## src/rtl/rv_pkg.sv

```systemverilog
package rv_pkg;

  localparam int XLEN      = 32;
  localparam int REG_COUNT = 32;

  typedef logic [XLEN-1:0] word_t;
  typedef logic [4:0]      reg_addr_t;
  typedef logic [3:0]      strobe_t;
  typedef logic [6:0]      opcode_t;
  typedef logic [2:0]      funct3_t;

  localparam word_t RESET_PC    = '0;
  localparam word_t INSTR_BYTES = 32'd4;

  // major opcodes of the kept rv32i subset
  localparam opcode_t OPC_LUI    = 7'b0110111;
  localparam opcode_t OPC_AUIPC  = 7'b0010111;
  localparam opcode_t OPC_JAL    = 7'b1101111;
  localparam opcode_t OPC_JALR   = 7'b1100111;
  localparam opcode_t OPC_BRANCH = 7'b1100011;
  localparam opcode_t OPC_LOAD   = 7'b0000011;
  localparam opcode_t OPC_STORE  = 7'b0100011;
  localparam opcode_t OPC_OP_IMM = 7'b0010011;
  localparam opcode_t OPC_OP     = 7'b0110011;

  localparam strobe_t WSTRB_NONE = 4'b0000;
  localparam strobe_t WSTRB_WORD = 4'b1111;

  typedef enum logic [3:0] {
    OP_ALU, OP_LUI, OP_AUIPC, OP_JAL, OP_JALR, OP_BRANCH, OP_LOAD, OP_STORE, OP_ILLEGAL
  } op_e;

  typedef enum logic [3:0] {
    ALU_ADD, ALU_SUB, ALU_SLL, ALU_SLT, ALU_SLTU, ALU_XOR, ALU_SRL, ALU_SRA, ALU_OR, ALU_AND
  } alu_fn_e;

  typedef struct packed {
    word_t pc;
    word_t instr;
  } fetch_pkt_t;

  typedef struct packed {
    op_e       op;
    alu_fn_e   alu_fn;
    funct3_t   br_cond;
    reg_addr_t rd;
    word_t     rs1_val;
    word_t     rs2_val;
    word_t     imm;
    word_t     pc;
    logic      use_imm;
  } decode_pkt_t;

  typedef struct packed {
    op_e       op;
    reg_addr_t rd;
    logic      we;
    word_t     result;
    word_t     addr;
    word_t     store_data;
    word_t     next_pc;
    logic      trap;
  } exec_pkt_t;

  typedef struct packed {
    reg_addr_t rd;
    logic      we;
    word_t     wdata;
    word_t     next_pc;
    logic      trap;
  } commit_pkt_t;

  // instr marks an instruction fetch on the memory port
  typedef struct packed {
    word_t   addr;
    word_t   wdata;
    strobe_t wstrb;
    logic    instr;
  } bus_req_t;

endpackage

```

## src/rtl/fetch_stage.sv

```systemverilog
`timescale 1ns/1ps

module fetch_stage import rv_pkg::*; (
  input  logic        clk,
  input  logic        reset,
  input  logic        commit_valid,
  input  commit_pkt_t commit,
  input  logic        bus_done,
  input  word_t       bus_rdata,
  output logic        fetch_go,
  output bus_req_t    fetch_req,
  output logic        fetch_valid,
  output fetch_pkt_t  fetch_pkt,
  output logic        trap
);

  word_t pc;
  logic  start;
  logic  fetching;

  // first fetch straight after reset, then one per retired instruction
  assign fetch_go  = start || (commit_valid && !commit.trap);
  assign fetch_req = '{addr: commit_valid ? commit.next_pc : pc, wdata: '0,
                       wstrb: WSTRB_NONE, instr: 1'b1};

  always_ff @(posedge clk) begin
    if (reset) begin
      pc          <= RESET_PC;
      start       <= 1'b1;
      fetching    <= 1'b0;
      fetch_valid <= 1'b0;
      trap        <= 1'b0;
    end else begin
      start       <= 1'b0;
      fetch_valid <= 1'b0;
      if (fetch_go) begin
        fetching <= 1'b1;
      end
      if (commit_valid) begin
        if (commit.trap) begin
          trap <= 1'b1;
        end else begin
          pc <= commit.next_pc;
        end
      end
      if (bus_done && fetching) begin
        fetching    <= 1'b0;
        fetch_valid <= 1'b1;
      end
    end
  end

  always_ff @(posedge clk) begin
    if (bus_done && fetching) begin
      fetch_pkt <= '{pc: pc, instr: bus_rdata};
    end
  end

endmodule

```

## src/rtl/decode_stage.sv

```systemverilog
`timescale 1ns/1ps

module decode_stage import rv_pkg::*; (
  input  logic        clk,
  input  logic        reset,
  input  logic        fetch_valid,
  input  fetch_pkt_t  fetch_pkt,
  output reg_addr_t   rs1_addr,
  output reg_addr_t   rs2_addr,
  input  word_t       rs1_data,
  input  word_t       rs2_data,
  output logic        decode_valid,
  output decode_pkt_t decode_pkt
);

  word_t       instr;
  opcode_t     opcode;
  funct3_t     funct3;
  logic [6:0]  funct7;
  logic        alt;
  logic        reg_ok;
  logic        imm_ok;
  word_t       imm_i, imm_s, imm_b, imm_u, imm_j;
  alu_fn_e     fn;
  decode_pkt_t pkt;

  assign instr    = fetch_pkt.instr;
  assign opcode   = instr[6:0];
  assign funct3   = instr[14:12];
  assign funct7   = instr[31:25];
  assign rs1_addr = instr[19:15];
  assign rs2_addr = instr[24:20];

  assign imm_i = {{20{instr[31]}}, instr[31:20]};
  assign imm_s = {{20{instr[31]}}, instr[31:25], instr[11:7]};
  assign imm_b = {{19{instr[31]}}, instr[31], instr[7], instr[30:25], instr[11:8], 1'b0};
  assign imm_u = {instr[31:12], 12'b0};
  assign imm_j = {{11{instr[31]}}, instr[31], instr[19:12], instr[20], instr[30:21], 1'b0};

  // instr[30] selects sub and sra, but addi never selects sub
  assign alt    = instr[30] && (opcode == OPC_OP || funct3 == 3'b101);
  assign reg_ok = funct7 == 7'b0 ||
                  (funct7 == 7'b0100000 && (funct3 == 3'b000 || funct3 == 3'b101));
  assign imm_ok = (funct3 == 3'b001) ? funct7 == 7'b0 :
                  (funct3 == 3'b101) ? (funct7 == 7'b0 || funct7 == 7'b0100000) : 1'b1;

  always_comb begin
    case (funct3)
      3'b000:  fn = alt ? ALU_SUB : ALU_ADD;
      3'b001:  fn = ALU_SLL;
      3'b010:  fn = ALU_SLT;
      3'b011:  fn = ALU_SLTU;
      3'b100:  fn = ALU_XOR;
      3'b101:  fn = alt ? ALU_SRA : ALU_SRL;
      3'b110:  fn = ALU_OR;
      default: fn = ALU_AND;
    endcase
  end

  always_comb begin
    pkt = '{op: OP_ILLEGAL, alu_fn: fn, br_cond: funct3, rd: instr[11:7], rs1_val: rs1_data,
            rs2_val: rs2_data, imm: imm_i, pc: fetch_pkt.pc, use_imm: opcode == OPC_OP_IMM};
    case (opcode)
      OPC_LUI:    pkt.op = OP_LUI;
      OPC_AUIPC:  pkt.op = OP_AUIPC;
      OPC_JAL:    pkt.op = OP_JAL;
      OPC_JALR:   pkt.op = (funct3 == 3'b000) ? OP_JALR : OP_ILLEGAL;
      OPC_BRANCH: pkt.op = (funct3[2:1] == 2'b01) ? OP_ILLEGAL : OP_BRANCH;
      OPC_LOAD:   pkt.op = (funct3 == 3'b010) ? OP_LOAD : OP_ILLEGAL;
      OPC_STORE:  pkt.op = (funct3 == 3'b010) ? OP_STORE : OP_ILLEGAL;
      OPC_OP_IMM: pkt.op = imm_ok ? OP_ALU : OP_ILLEGAL;
      OPC_OP:     pkt.op = reg_ok ? OP_ALU : OP_ILLEGAL;
      default:    pkt.op = OP_ILLEGAL;
    endcase
    case (opcode)
      OPC_LUI, OPC_AUIPC: pkt.imm = imm_u;
      OPC_JAL:            pkt.imm = imm_j;
      OPC_BRANCH:         pkt.imm = imm_b;
      OPC_STORE:          pkt.imm = imm_s;
      default:            pkt.imm = imm_i;
    endcase
  end

  always_ff @(posedge clk) begin
    if (reset) begin
      decode_valid <= 1'b0;
    end else begin
      decode_valid <= fetch_valid;
    end
  end

  always_ff @(posedge clk) begin
    if (fetch_valid) begin
      decode_pkt <= pkt;
    end
  end

endmodule

```

## src/rtl/register_file.sv

```systemverilog
`timescale 1ns/1ps

module register_file import rv_pkg::*; (
  input  logic      clk,
  input  reg_addr_t rs1_addr,
  input  reg_addr_t rs2_addr,
  output word_t     rs1_data,
  output word_t     rs2_data,
  input  logic      write_en,
  input  reg_addr_t write_addr,
  input  word_t     write_data
);

  word_t regs [REG_COUNT];

  // x0 is never written and always reads back as zero
  always_ff @(posedge clk) begin
    if (write_en && write_addr != '0) begin
      regs[write_addr] <= write_data;
    end
  end

  assign rs1_data = (rs1_addr == '0) ? '0 : regs[rs1_addr];
  assign rs2_data = (rs2_addr == '0) ? '0 : regs[rs2_addr];

endmodule

```

## src/rtl/execute_stage.sv

```systemverilog
`timescale 1ns/1ps

module execute_stage import rv_pkg::*; (
  input  logic        clk,
  input  logic        reset,
  input  logic        decode_valid,
  input  decode_pkt_t decode_pkt,
  output logic        exec_valid,
  output exec_pkt_t   exec_pkt
);

  decode_pkt_t d;
  word_t       operand_b;
  logic [4:0]  shamt;
  word_t       alu_out;
  word_t       link;
  word_t       mem_addr;
  logic        taken;
  exec_pkt_t   pkt;

  assign d         = decode_pkt;
  assign operand_b = d.use_imm ? d.imm : d.rs2_val;
  assign shamt     = operand_b[4:0];
  assign link      = d.pc + INSTR_BYTES;
  assign mem_addr  = d.rs1_val + d.imm;

  always_comb begin
    case (d.alu_fn)
      ALU_ADD:  alu_out = d.rs1_val + operand_b;
      ALU_SUB:  alu_out = d.rs1_val - operand_b;
      ALU_SLL:  alu_out = d.rs1_val << shamt;
      ALU_SLT:  alu_out = {{(XLEN-1){1'b0}}, $signed(d.rs1_val) < $signed(operand_b)};
      ALU_SLTU: alu_out = {{(XLEN-1){1'b0}}, d.rs1_val < operand_b};
      ALU_XOR:  alu_out = d.rs1_val ^ operand_b;
      ALU_SRL:  alu_out = d.rs1_val >> shamt;
      ALU_SRA:  alu_out = word_t'($signed(d.rs1_val) >>> shamt);
      ALU_OR:   alu_out = d.rs1_val | operand_b;
      default:  alu_out = d.rs1_val & operand_b;
    endcase
  end

  // funct3 of the branch picks the compare
  always_comb begin
    case (d.br_cond)
      3'b000:  taken = d.rs1_val == d.rs2_val;
      3'b001:  taken = d.rs1_val != d.rs2_val;
      3'b100:  taken = $signed(d.rs1_val) < $signed(d.rs2_val);
      3'b101:  taken = $signed(d.rs1_val) >= $signed(d.rs2_val);
      3'b110:  taken = d.rs1_val < d.rs2_val;
      default: taken = d.rs1_val >= d.rs2_val;
    endcase
  end

  always_comb begin
    pkt = '{op: d.op, rd: d.rd, we: 1'b1, result: alu_out, addr: mem_addr,
            store_data: d.rs2_val, next_pc: link, trap: 1'b0};
    case (d.op)
      OP_LUI:    pkt.result = d.imm;
      OP_AUIPC:  pkt.result = d.pc + d.imm;
      OP_JAL:    {pkt.result, pkt.next_pc} = {link, d.pc + d.imm};
      OP_JALR:   {pkt.result, pkt.next_pc} = {link, mem_addr & ~word_t'(1)};
      OP_BRANCH: {pkt.we, pkt.next_pc} = {1'b0, taken ? d.pc + d.imm : link};
      OP_STORE:  pkt.we = 1'b0;
      default:   ;
    endcase
    pkt.trap = d.op == OP_ILLEGAL || pkt.next_pc[1] ||
               ((d.op == OP_LOAD || d.op == OP_STORE) && mem_addr[1:0] != 2'b00);
    pkt.we = pkt.we && !pkt.trap;
  end

  always_ff @(posedge clk) begin
    if (reset) begin
      exec_valid <= 1'b0;
    end else begin
      exec_valid <= decode_valid;
    end
  end

  always_ff @(posedge clk) begin
    if (decode_valid) begin
      exec_pkt <= pkt;
    end
  end

endmodule

```

## src/rtl/mem_stage.sv

```systemverilog
`timescale 1ns/1ps

module mem_stage import rv_pkg::*; (
  input  logic        clk,
  input  logic        reset,
  input  logic        exec_valid,
  input  exec_pkt_t   exec_pkt,
  output logic        data_go,
  output bus_req_t    data_req,
  input  logic        bus_done,
  input  word_t       bus_rdata,
  output logic        commit_valid,
  output commit_pkt_t commit
);

  typedef enum logic [1:0] {MEM_IDLE, MEM_ISSUE, MEM_WAIT} mem_state_e;

  mem_state_e state;
  exec_pkt_t  ex_q;
  logic       is_mem;

  assign is_mem   = (exec_pkt.op == OP_LOAD || exec_pkt.op == OP_STORE) && !exec_pkt.trap;
  assign data_go  = state == MEM_ISSUE;
  assign data_req = '{addr: ex_q.addr, wdata: ex_q.store_data,
                      wstrb: (ex_q.op == OP_STORE) ? WSTRB_WORD : WSTRB_NONE, instr: 1'b0};

  always_ff @(posedge clk) begin
    if (reset) begin
      state        <= MEM_IDLE;
      commit_valid <= 1'b0;
    end else begin
      commit_valid <= 1'b0;
      case (state)
        MEM_IDLE: begin
          if (exec_valid) begin
            state        <= is_mem ? MEM_ISSUE : MEM_IDLE;
            commit_valid <= !is_mem;
          end
        end
        MEM_ISSUE: state <= MEM_WAIT;
        default: begin
          if (bus_done) begin
            state        <= MEM_IDLE;
            commit_valid <= 1'b1;
          end
        end
      endcase
    end
  end

  always_ff @(posedge clk) begin
    if (exec_valid) begin
      ex_q   <= exec_pkt;
      commit <= '{rd: exec_pkt.rd, we: exec_pkt.we, wdata: exec_pkt.result,
                  next_pc: exec_pkt.next_pc, trap: exec_pkt.trap};
    end else if (bus_done && state == MEM_WAIT && ex_q.op == OP_LOAD) begin
      commit.wdata <= bus_rdata;
    end
  end

endmodule

```

## src/rtl/bus_port.sv

```systemverilog
`timescale 1ns/1ps

module bus_port import rv_pkg::*; (
  input  logic     clk,
  input  logic     reset,
  input  logic     fetch_go,
  input  bus_req_t fetch_req,
  input  logic     data_go,
  input  bus_req_t data_req,
  output logic     bus_done,
  output word_t    bus_rdata,
  output logic     mem_valid,
  output logic     mem_instr,
  output word_t    mem_addr,
  output word_t    mem_wdata,
  output strobe_t  mem_wstrb,
  input  logic     mem_ready,
  input  word_t    mem_rdata
);

  bus_req_t req_q;
  logic     start;

  assign start = !mem_valid && (fetch_go || data_go);

  always_ff @(posedge clk) begin
    if (reset) begin
      mem_valid <= 1'b0;
    end else if (mem_valid && mem_ready) begin
      mem_valid <= 1'b0;
    end else if (start) begin
      mem_valid <= 1'b1;
    end
  end

  // request stays frozen until the handshake
  always_ff @(posedge clk) begin
    if (start) begin
      req_q <= fetch_go ? fetch_req : data_req;
    end
  end

  assign mem_addr  = req_q.addr;
  assign mem_wdata = req_q.wdata;
  assign mem_wstrb = req_q.wstrb;
  assign mem_instr = req_q.instr;
  assign bus_done  = mem_valid && mem_ready;
  assign bus_rdata = mem_rdata;

endmodule

```

## src/rtl/riscv_core.sv

```systemverilog
`timescale 1ns/1ps

module riscv_core import rv_pkg::*; (
  input  logic    clk,
  input  logic    reset,
  output logic    mem_valid,
  output logic    mem_instr,
  output word_t   mem_addr,
  output word_t   mem_wdata,
  output strobe_t mem_wstrb,
  output logic    trap,
  input  logic    mem_ready,
  input  word_t   mem_rdata
);

  logic        fetch_go, data_go, bus_done;
  bus_req_t    fetch_req, data_req;
  word_t       bus_rdata;
  logic        fetch_valid, decode_valid, exec_valid, commit_valid;
  fetch_pkt_t  fetch_pkt;
  decode_pkt_t decode_pkt;
  exec_pkt_t   exec_pkt;
  commit_pkt_t commit;
  reg_addr_t   rs1_addr, rs2_addr;
  word_t       rs1_data, rs2_data;

  fetch_stage fetch0 (.clk, .reset, .commit_valid, .commit, .bus_done, .bus_rdata,
                      .fetch_go, .fetch_req, .fetch_valid, .fetch_pkt, .trap);

  decode_stage decode0 (.clk, .reset, .fetch_valid, .fetch_pkt, .rs1_addr, .rs2_addr,
                        .rs1_data, .rs2_data, .decode_valid, .decode_pkt);

  register_file regs0 (.clk, .rs1_addr, .rs2_addr, .rs1_data, .rs2_data,
                       .write_en(commit_valid && commit.we), .write_addr(commit.rd),
                       .write_data(commit.wdata));

  execute_stage exec0 (.clk, .reset, .decode_valid, .decode_pkt, .exec_valid, .exec_pkt);

  mem_stage mem0 (.clk, .reset, .exec_valid, .exec_pkt, .data_go, .data_req, .bus_done,
                  .bus_rdata, .commit_valid, .commit);

  // single memory port shared by fetch and load/store
  bus_port bus0 (.clk, .reset, .fetch_go, .fetch_req, .data_go, .data_req, .bus_done,
                 .bus_rdata, .mem_valid, .mem_instr, .mem_addr, .mem_wdata, .mem_wstrb,
                 .mem_ready, .mem_rdata);

endmodule

```

## config.mk

```make
export PLATFORM = sky130hd
export DESIGN_NAME = riscv_core
export DESIGN_NICKNAME = d
export VERILOG_FILES = /design/src/rtl/rv_pkg.sv /design/src/rtl/fetch_stage.sv /design/src/rtl/decode_stage.sv /design/src/rtl/register_file.sv /design/src/rtl/execute_stage.sv /design/src/rtl/mem_stage.sv /design/src/rtl/bus_port.sv /design/src/rtl/riscv_core.sv
export SDC_FILE = /design/constraint.sdc
export NUM_CORES = 2
export LEC_CHECK = 0
export BUFFER_PORTS_ARGS = -buffer_cell sky130_fd_sc_hd__buf_2
export CORE_UTILIZATION = 40
export CTS_CLUSTER_DIAMETER = 40
export DETAILED_ROUTE_END_ITERATION = 10
export GPL_ROUTABILITY_DRIVEN = 0
export PLACE_DENSITY = 0.58
export SLEW_MARGIN = 20
export SYNTH_ARGS = -nofsm -noshare
export SYNTH_HDL_FRONTEND = slang
export SYNTH_SLANG_ARGS = --single-unit
```

## constraint.sdc

```tcl
create_clock -name clk -period 11.1 [get_ports clk]
set_input_delay 1.11 -clock clk [delete_from_list [all_inputs] [get_ports clk]]
set_output_delay 1.11 -clock clk [all_outputs]
set_load 0.1 [all_outputs]
```

After elaboration in Yosys (flattened, before gate mapping)
Memory sizes are Yosys's and may differ from the RTL's. A register that Yosys moved wholly into a read port is not among the register bits.
Cells that the tools add are included.
Storage, ports and cells
  output and inout bits: 71
  register bits after elaboration: 534
  logic and storage cells: 187
  memory bits (writable): 1024
  memories kept: 1
Operators by class
  shift-type cells: 3
  $add $sub $neg: 5
  eq/ne operators: 46
  order comparisons: 6
  bitwise logic cells: 4
  mux-type cells: 36
  reduce and logical (&&, ||, !) cells: 47
Memories
  regs0.regs: depth 32, bits a word 32, read ports 2, clocked after memory_dff 2, write ports 1, line register_file.sv:14  | word_t regs [REG_COUNT];
Operators with widths (number)
  32-bit one-hot mux with 9 select lines: 1
  32-bit one-hot mux with 3 select lines: 2
  32-bit 2-to-1 mux: 5
  32-bit less-than comparator: 4
  31-bit one-hot mux with 4 select lines: 1
  32-bit adder: 3
  69-bit 2-to-1 mux: 1
  32-bit >= comparator: 2
  4-bit by 3-bit equality test with 1-bit output, second input constant: 12
  4-bit one-hot mux with 9 select lines: 1
  32-bit by 3-bit adder with 32-bit output, second input constant: 1
  32-bit bitwise AND: 1
  32-bit equality test: 1
  32-bit inequality test: 1
  32-bit bitwise OR: 1
  32-bit by 5-bit left shift with 32-bit output: 1
  32-bit by 5-bit >> shifter with 32-bit output: 1
  32-bit by 5-bit >>> shifter with 32-bit output: 1
  32-bit subtractor: 1
  32-bit bitwise XOR: 1
  7-bit by 6-bit equality test with 1-bit output, second input constant: 4
  4-bit 2-to-1 mux: 7
  4-bit one-hot mux with 7 select lines: 1
  7-bit equality test, second input constant: 3
  30 further kinds: 90

Depth between registers and ports, before layout
  word-level depth: 8
  gate-level depth with buffers: 19
  mapped depth without buffers: 14

Modules after synthesis
From an unflattened synthesis, not the netlist that was laid out.
Second synthesis, totals
  cell total of the unflattened synthesis: 5981
  area, all modules: 85495.7 µm²
By module, submodules not included
  register_file: instances 1, cells each 2564, sequential area each 30749.5 µm², area each 47929.7 µm²
  execute_stage: instances 1, cells each 2406, sequential area each 4194.0 µm², area each 19222.2 µm²
  mem_stage: instances 1, cells each 262, sequential area each 4234.1 µm², area each 5237.5 µm²
  decode_stage: instances 1, cells each 269, sequential area each 4374.2 µm², area each 5153.7 µm²
  fetch_stage: instances 1, cells each 295, sequential area each 2642.5 µm², area each 4406.7 µm²
  bus_port: instances 1, cells each 184, sequential area each 2092.0 µm², area each 3539.6 µm²
  riscv_core: instances 1, cells each 1, sequential area each 0.0 µm², area each 6.3 µm²

Worst setup path before layout
OpenSTA, ideal clock, no wires.
  path kind: flip-flop to flip-flop
  from: reg, netlist name decode0.decode_pkt[0]
  to: reg, netlist name exec0.exec_pkt[123]
  setup time: 0.267 ns
  stages on the path, launching flop included: 19
  slack: 6.162 ns
  period minus slack after synthesis: 4.938 ns
  arrival time: 4.671 ns
  cell sequence: edfxtp_1 buf_2 mux2i_4 inv_2 buf_2 buf_2 buf_2 ha_1 fa_1 o21ba_1 a2111o_1 a21o_1 a311oi_2 nand2_1 a41o_1 o21a_1 a221o_1 a2111oi_1 nor3_1

==> flow_summary.ini <==
[synthesis]
yosysWarningCount = 0
synth_async_sr_flop_share_pct = 0
synth_commonest_cells = 1577 x edfxtp_1, 558 x mux4_2, 364 x nand2_1, 297 x nor2_1, 271 x mux2i_1
synth_top_area_cell = edfxtp_1
yosys.cell_count.top_type = edfxtp_1
dominantRegCellSynth = edfxtp_1
syn_inst = 5408
syn-cell-area_um2 = 81500
synth_area_leaders = edfxtp_1 58%, mux4_2 15%, mux2i_1 3.3%
synth_top_cell_area_share_pct = 58.1
syn_area_per_cell_um2 = 15.1
ys_ff_latch = 1619
synth_edf_count = 1577
seq_area_frac_synth_pct = 59.2
synth.distinct_cells = 92

[cells_and_area]
nets = 5822
area_growth_pct = 15.9
drive_gt1_share_pct = 23.9
fill_cells = 17300

[detailed_routing]
vias = 53500
drc = 0
vias_per_cell = 6.33
wl_per_cell_um = 31.9
drtIter0Drc = 7434
postRouteAntennaNets = 0
dr.pass1.iters = 10
drt-total-wl_um = 270000

[global_route]
grt_use_total_pct = 26.0
grt_pass1_vias = 52100
grt_max_degree = 118
antenna_found_initial = 6
grt_pass1_wl_um = 381000
overflow = 0

[floorplanning]
die_w_um = 453
die_h_um = 453
pin_count = 106
start_util_pct = 40.3
core_um2 = 202000
rows = 165
die_area_um2 = 205000

[sta]
post-route-min-period_ns = 5.86
max_slew_margin_pct = 20.8
skew_ns = 0.0975
holdWs_ns = 0.367
slew_violations = 0
finalHoldViolCount = 0
fmax_mhz = 171
fin_crit_sh_pct = 52.8
rsz0062_at_grt = no
tightest_slew_ns = 1.18
tns_ns = 0
setup_viol = 0

[clocking]
hold_buffers = 0
clockBufferDepth = 4
worstSkewPairLatency_ns = 0.95
numCtsBuffers = 275
root_buffer = clkbuf_16
post_cts_resized = 0
clock-sinks = 1619
clk_pin_slew_ns = 0.05
tritoncts = yes
htree_levels = 5
postCtsSetupBuffers = 0

[worst_setup_path]
path_max_fanout = 63
required_ns = 11.74
critPathKind = reg -> reg
crit_arrival_ns = 6.50
critPathCaptureType = flip-flop
crit_path_start_kind = flip-flop

[placement]
dp_hpwl_um = 169000
portBuffers = 105

[power]
p_per_area_nw_per_um2 = 165
ir_drop_mv = 0.168
power_leakage_nw = 32.1

[outcome]
outcome = finished, final reports clean

[min_path]
min_path_type = in -> reg

[job]
cap_violations = 0
[cells by family (layout without fill, tap and decap cells)]
kind of cell	after synthesis	in the layout	synth area share, %
compound gates	1072	1072	8.84
xor+xnor	94	94	1.01
fa+ha+maj	196	196	3.05
buf+inv	507	855	2.40
flops	1619	1619	59.2
mux	912	912	19.9
other cells	1	36	0.00460
simple gates	1007	1007	5.61
[metrics by stage]
stage	worst slack (ns)	area (um2)	utilization [%]	cells	power (mW)
2_1_floorplan	6.16	81600	-	5439	7.20
3_3_place_gp	5.59	85400	42.2	7985	7.37
3_5_place_dp	5.48	85400	42.2	7985	7.37
4_1_cts	5.47	94400	46.7	8458	15.7
5_1_grt	5.13	94400	46.7	8460	15.9
6_report	5.24	94400	46.7	8463	15.6
[metal layers]
layer  wire (um)  GRT usage [%]
met1      103000           33.5
met2      127000           41.6
met3       23900           5.30
met4       15700           13.3
met5          26              0
[sequential cells by signal (all words and copies together), names as in the netlist]
signal / cells
fetch0.trap: 1
fetch0.fetching: 1
decode0.decode_pkt: 145
mem0.state: 2
fetch0.start: 1
mem0.data_req: 64
mem0.commit_valid: 1
bus0.mem_wstrb: 1
fetch0.fetch_pkt: 64
fetch0.pc: 32
bus0.mem_addr: 32
exec0.exec_pkt: 139
fetch0.fetch_valid: 1
bus0.mem_valid: 1
mem0.commit: 71
bus0.mem_wdata: 32
regs0.regs: 1024
decode0.decode_valid: 1
exec0.exec_valid: 1
bus0.mem_instr: 1
mem0.ex_q: 4
[final cells by class]
| class | count | area, um2 | share of cell area [%] |
|---|---|---|---|
| Antenna cell | 4 | 10.0 | 0.0106 |
| Clock buffer | 299 | 7120 | 7.54 |
| Clock inverter | 174 | 1830 | 1.94 |
| Inverter | 151 | 567 | 0.600 |
| Multi-Input combinational cell | 3313 | 31800 | 33.6 |
| Sequential cell | 1619 | 48200 | 51.1 |
| Tap cell | 2672 | 3340 | 3.54 |
| Timing Repair Buffer | 231 | 1580 | 1.67 |
[path summary, 6_finish.rpt]
kind	start	to	slack (ns)	cells past startpoint
worst max-delay path	decode0.decode_pkt[0]	exec0.exec_pkt[126]	5.24	14
worst min-delay path	mem_rdata[17]	fetch0.fetch_pkt[17]	0.37	1
worst max register to register	decode0.decode_pkt[0]	exec0.exec_pkt[126]	5.24	14
worst min register to register	exec0.exec_pkt[1]	mem0.commit[1]	0.38	0
[critical path: stages (launching register included)]
cell and delay, ns:
edfxtp_1 0.32, buf_4 0.60, mux2i_4 0.32, buf_4 0.57, ha_1 0.41, o21bai_1 0.20, a21oi_1 0.13, nor4_1 0.89
o2111ai_1 0.28, and4b_1 0.30, a21oi_1 0.25, xnor2_1 0.11, a2111oi_0 0.67, a21oi_1 0.18, a211o_1 0.26
[where the power goes]
part / switching [mW] / internal (mW) / total (mW)
Combinational: 0.388 / 0.171 / 0.558
Sequential: 0.0304 / 6.67 / 6.70
Clock: 3.07 / 5.22 / 8.30
[placed cells by master, fill, tap and decap left out, types with 40 or more instances in the layout]
cell / count
edfxtp_1: 1577
mux4_2: 558
nand2_1: 363
clkbuf_16: 282
mux2i_1: 270
nor2_1: 263
a21oi_1: 244
o21ai_0: 216
ha_1: 192
inv_1: 146
buf_4: 118
buf_2: 105
mux2_2: 81
a21o_1: 68
o221ai_1: 67
nand3_1: 61
xnor2_1: 56
a221oi_1: 55
a211oi_1: 50
o22ai_1: 49
and2_1: 49
nor3_1: 48
o211ai_1: 45
a31oi_1: 43
inv_6: 41
o21a_1: 40
No activity file was read; power rests on OpenSTA's default activity.
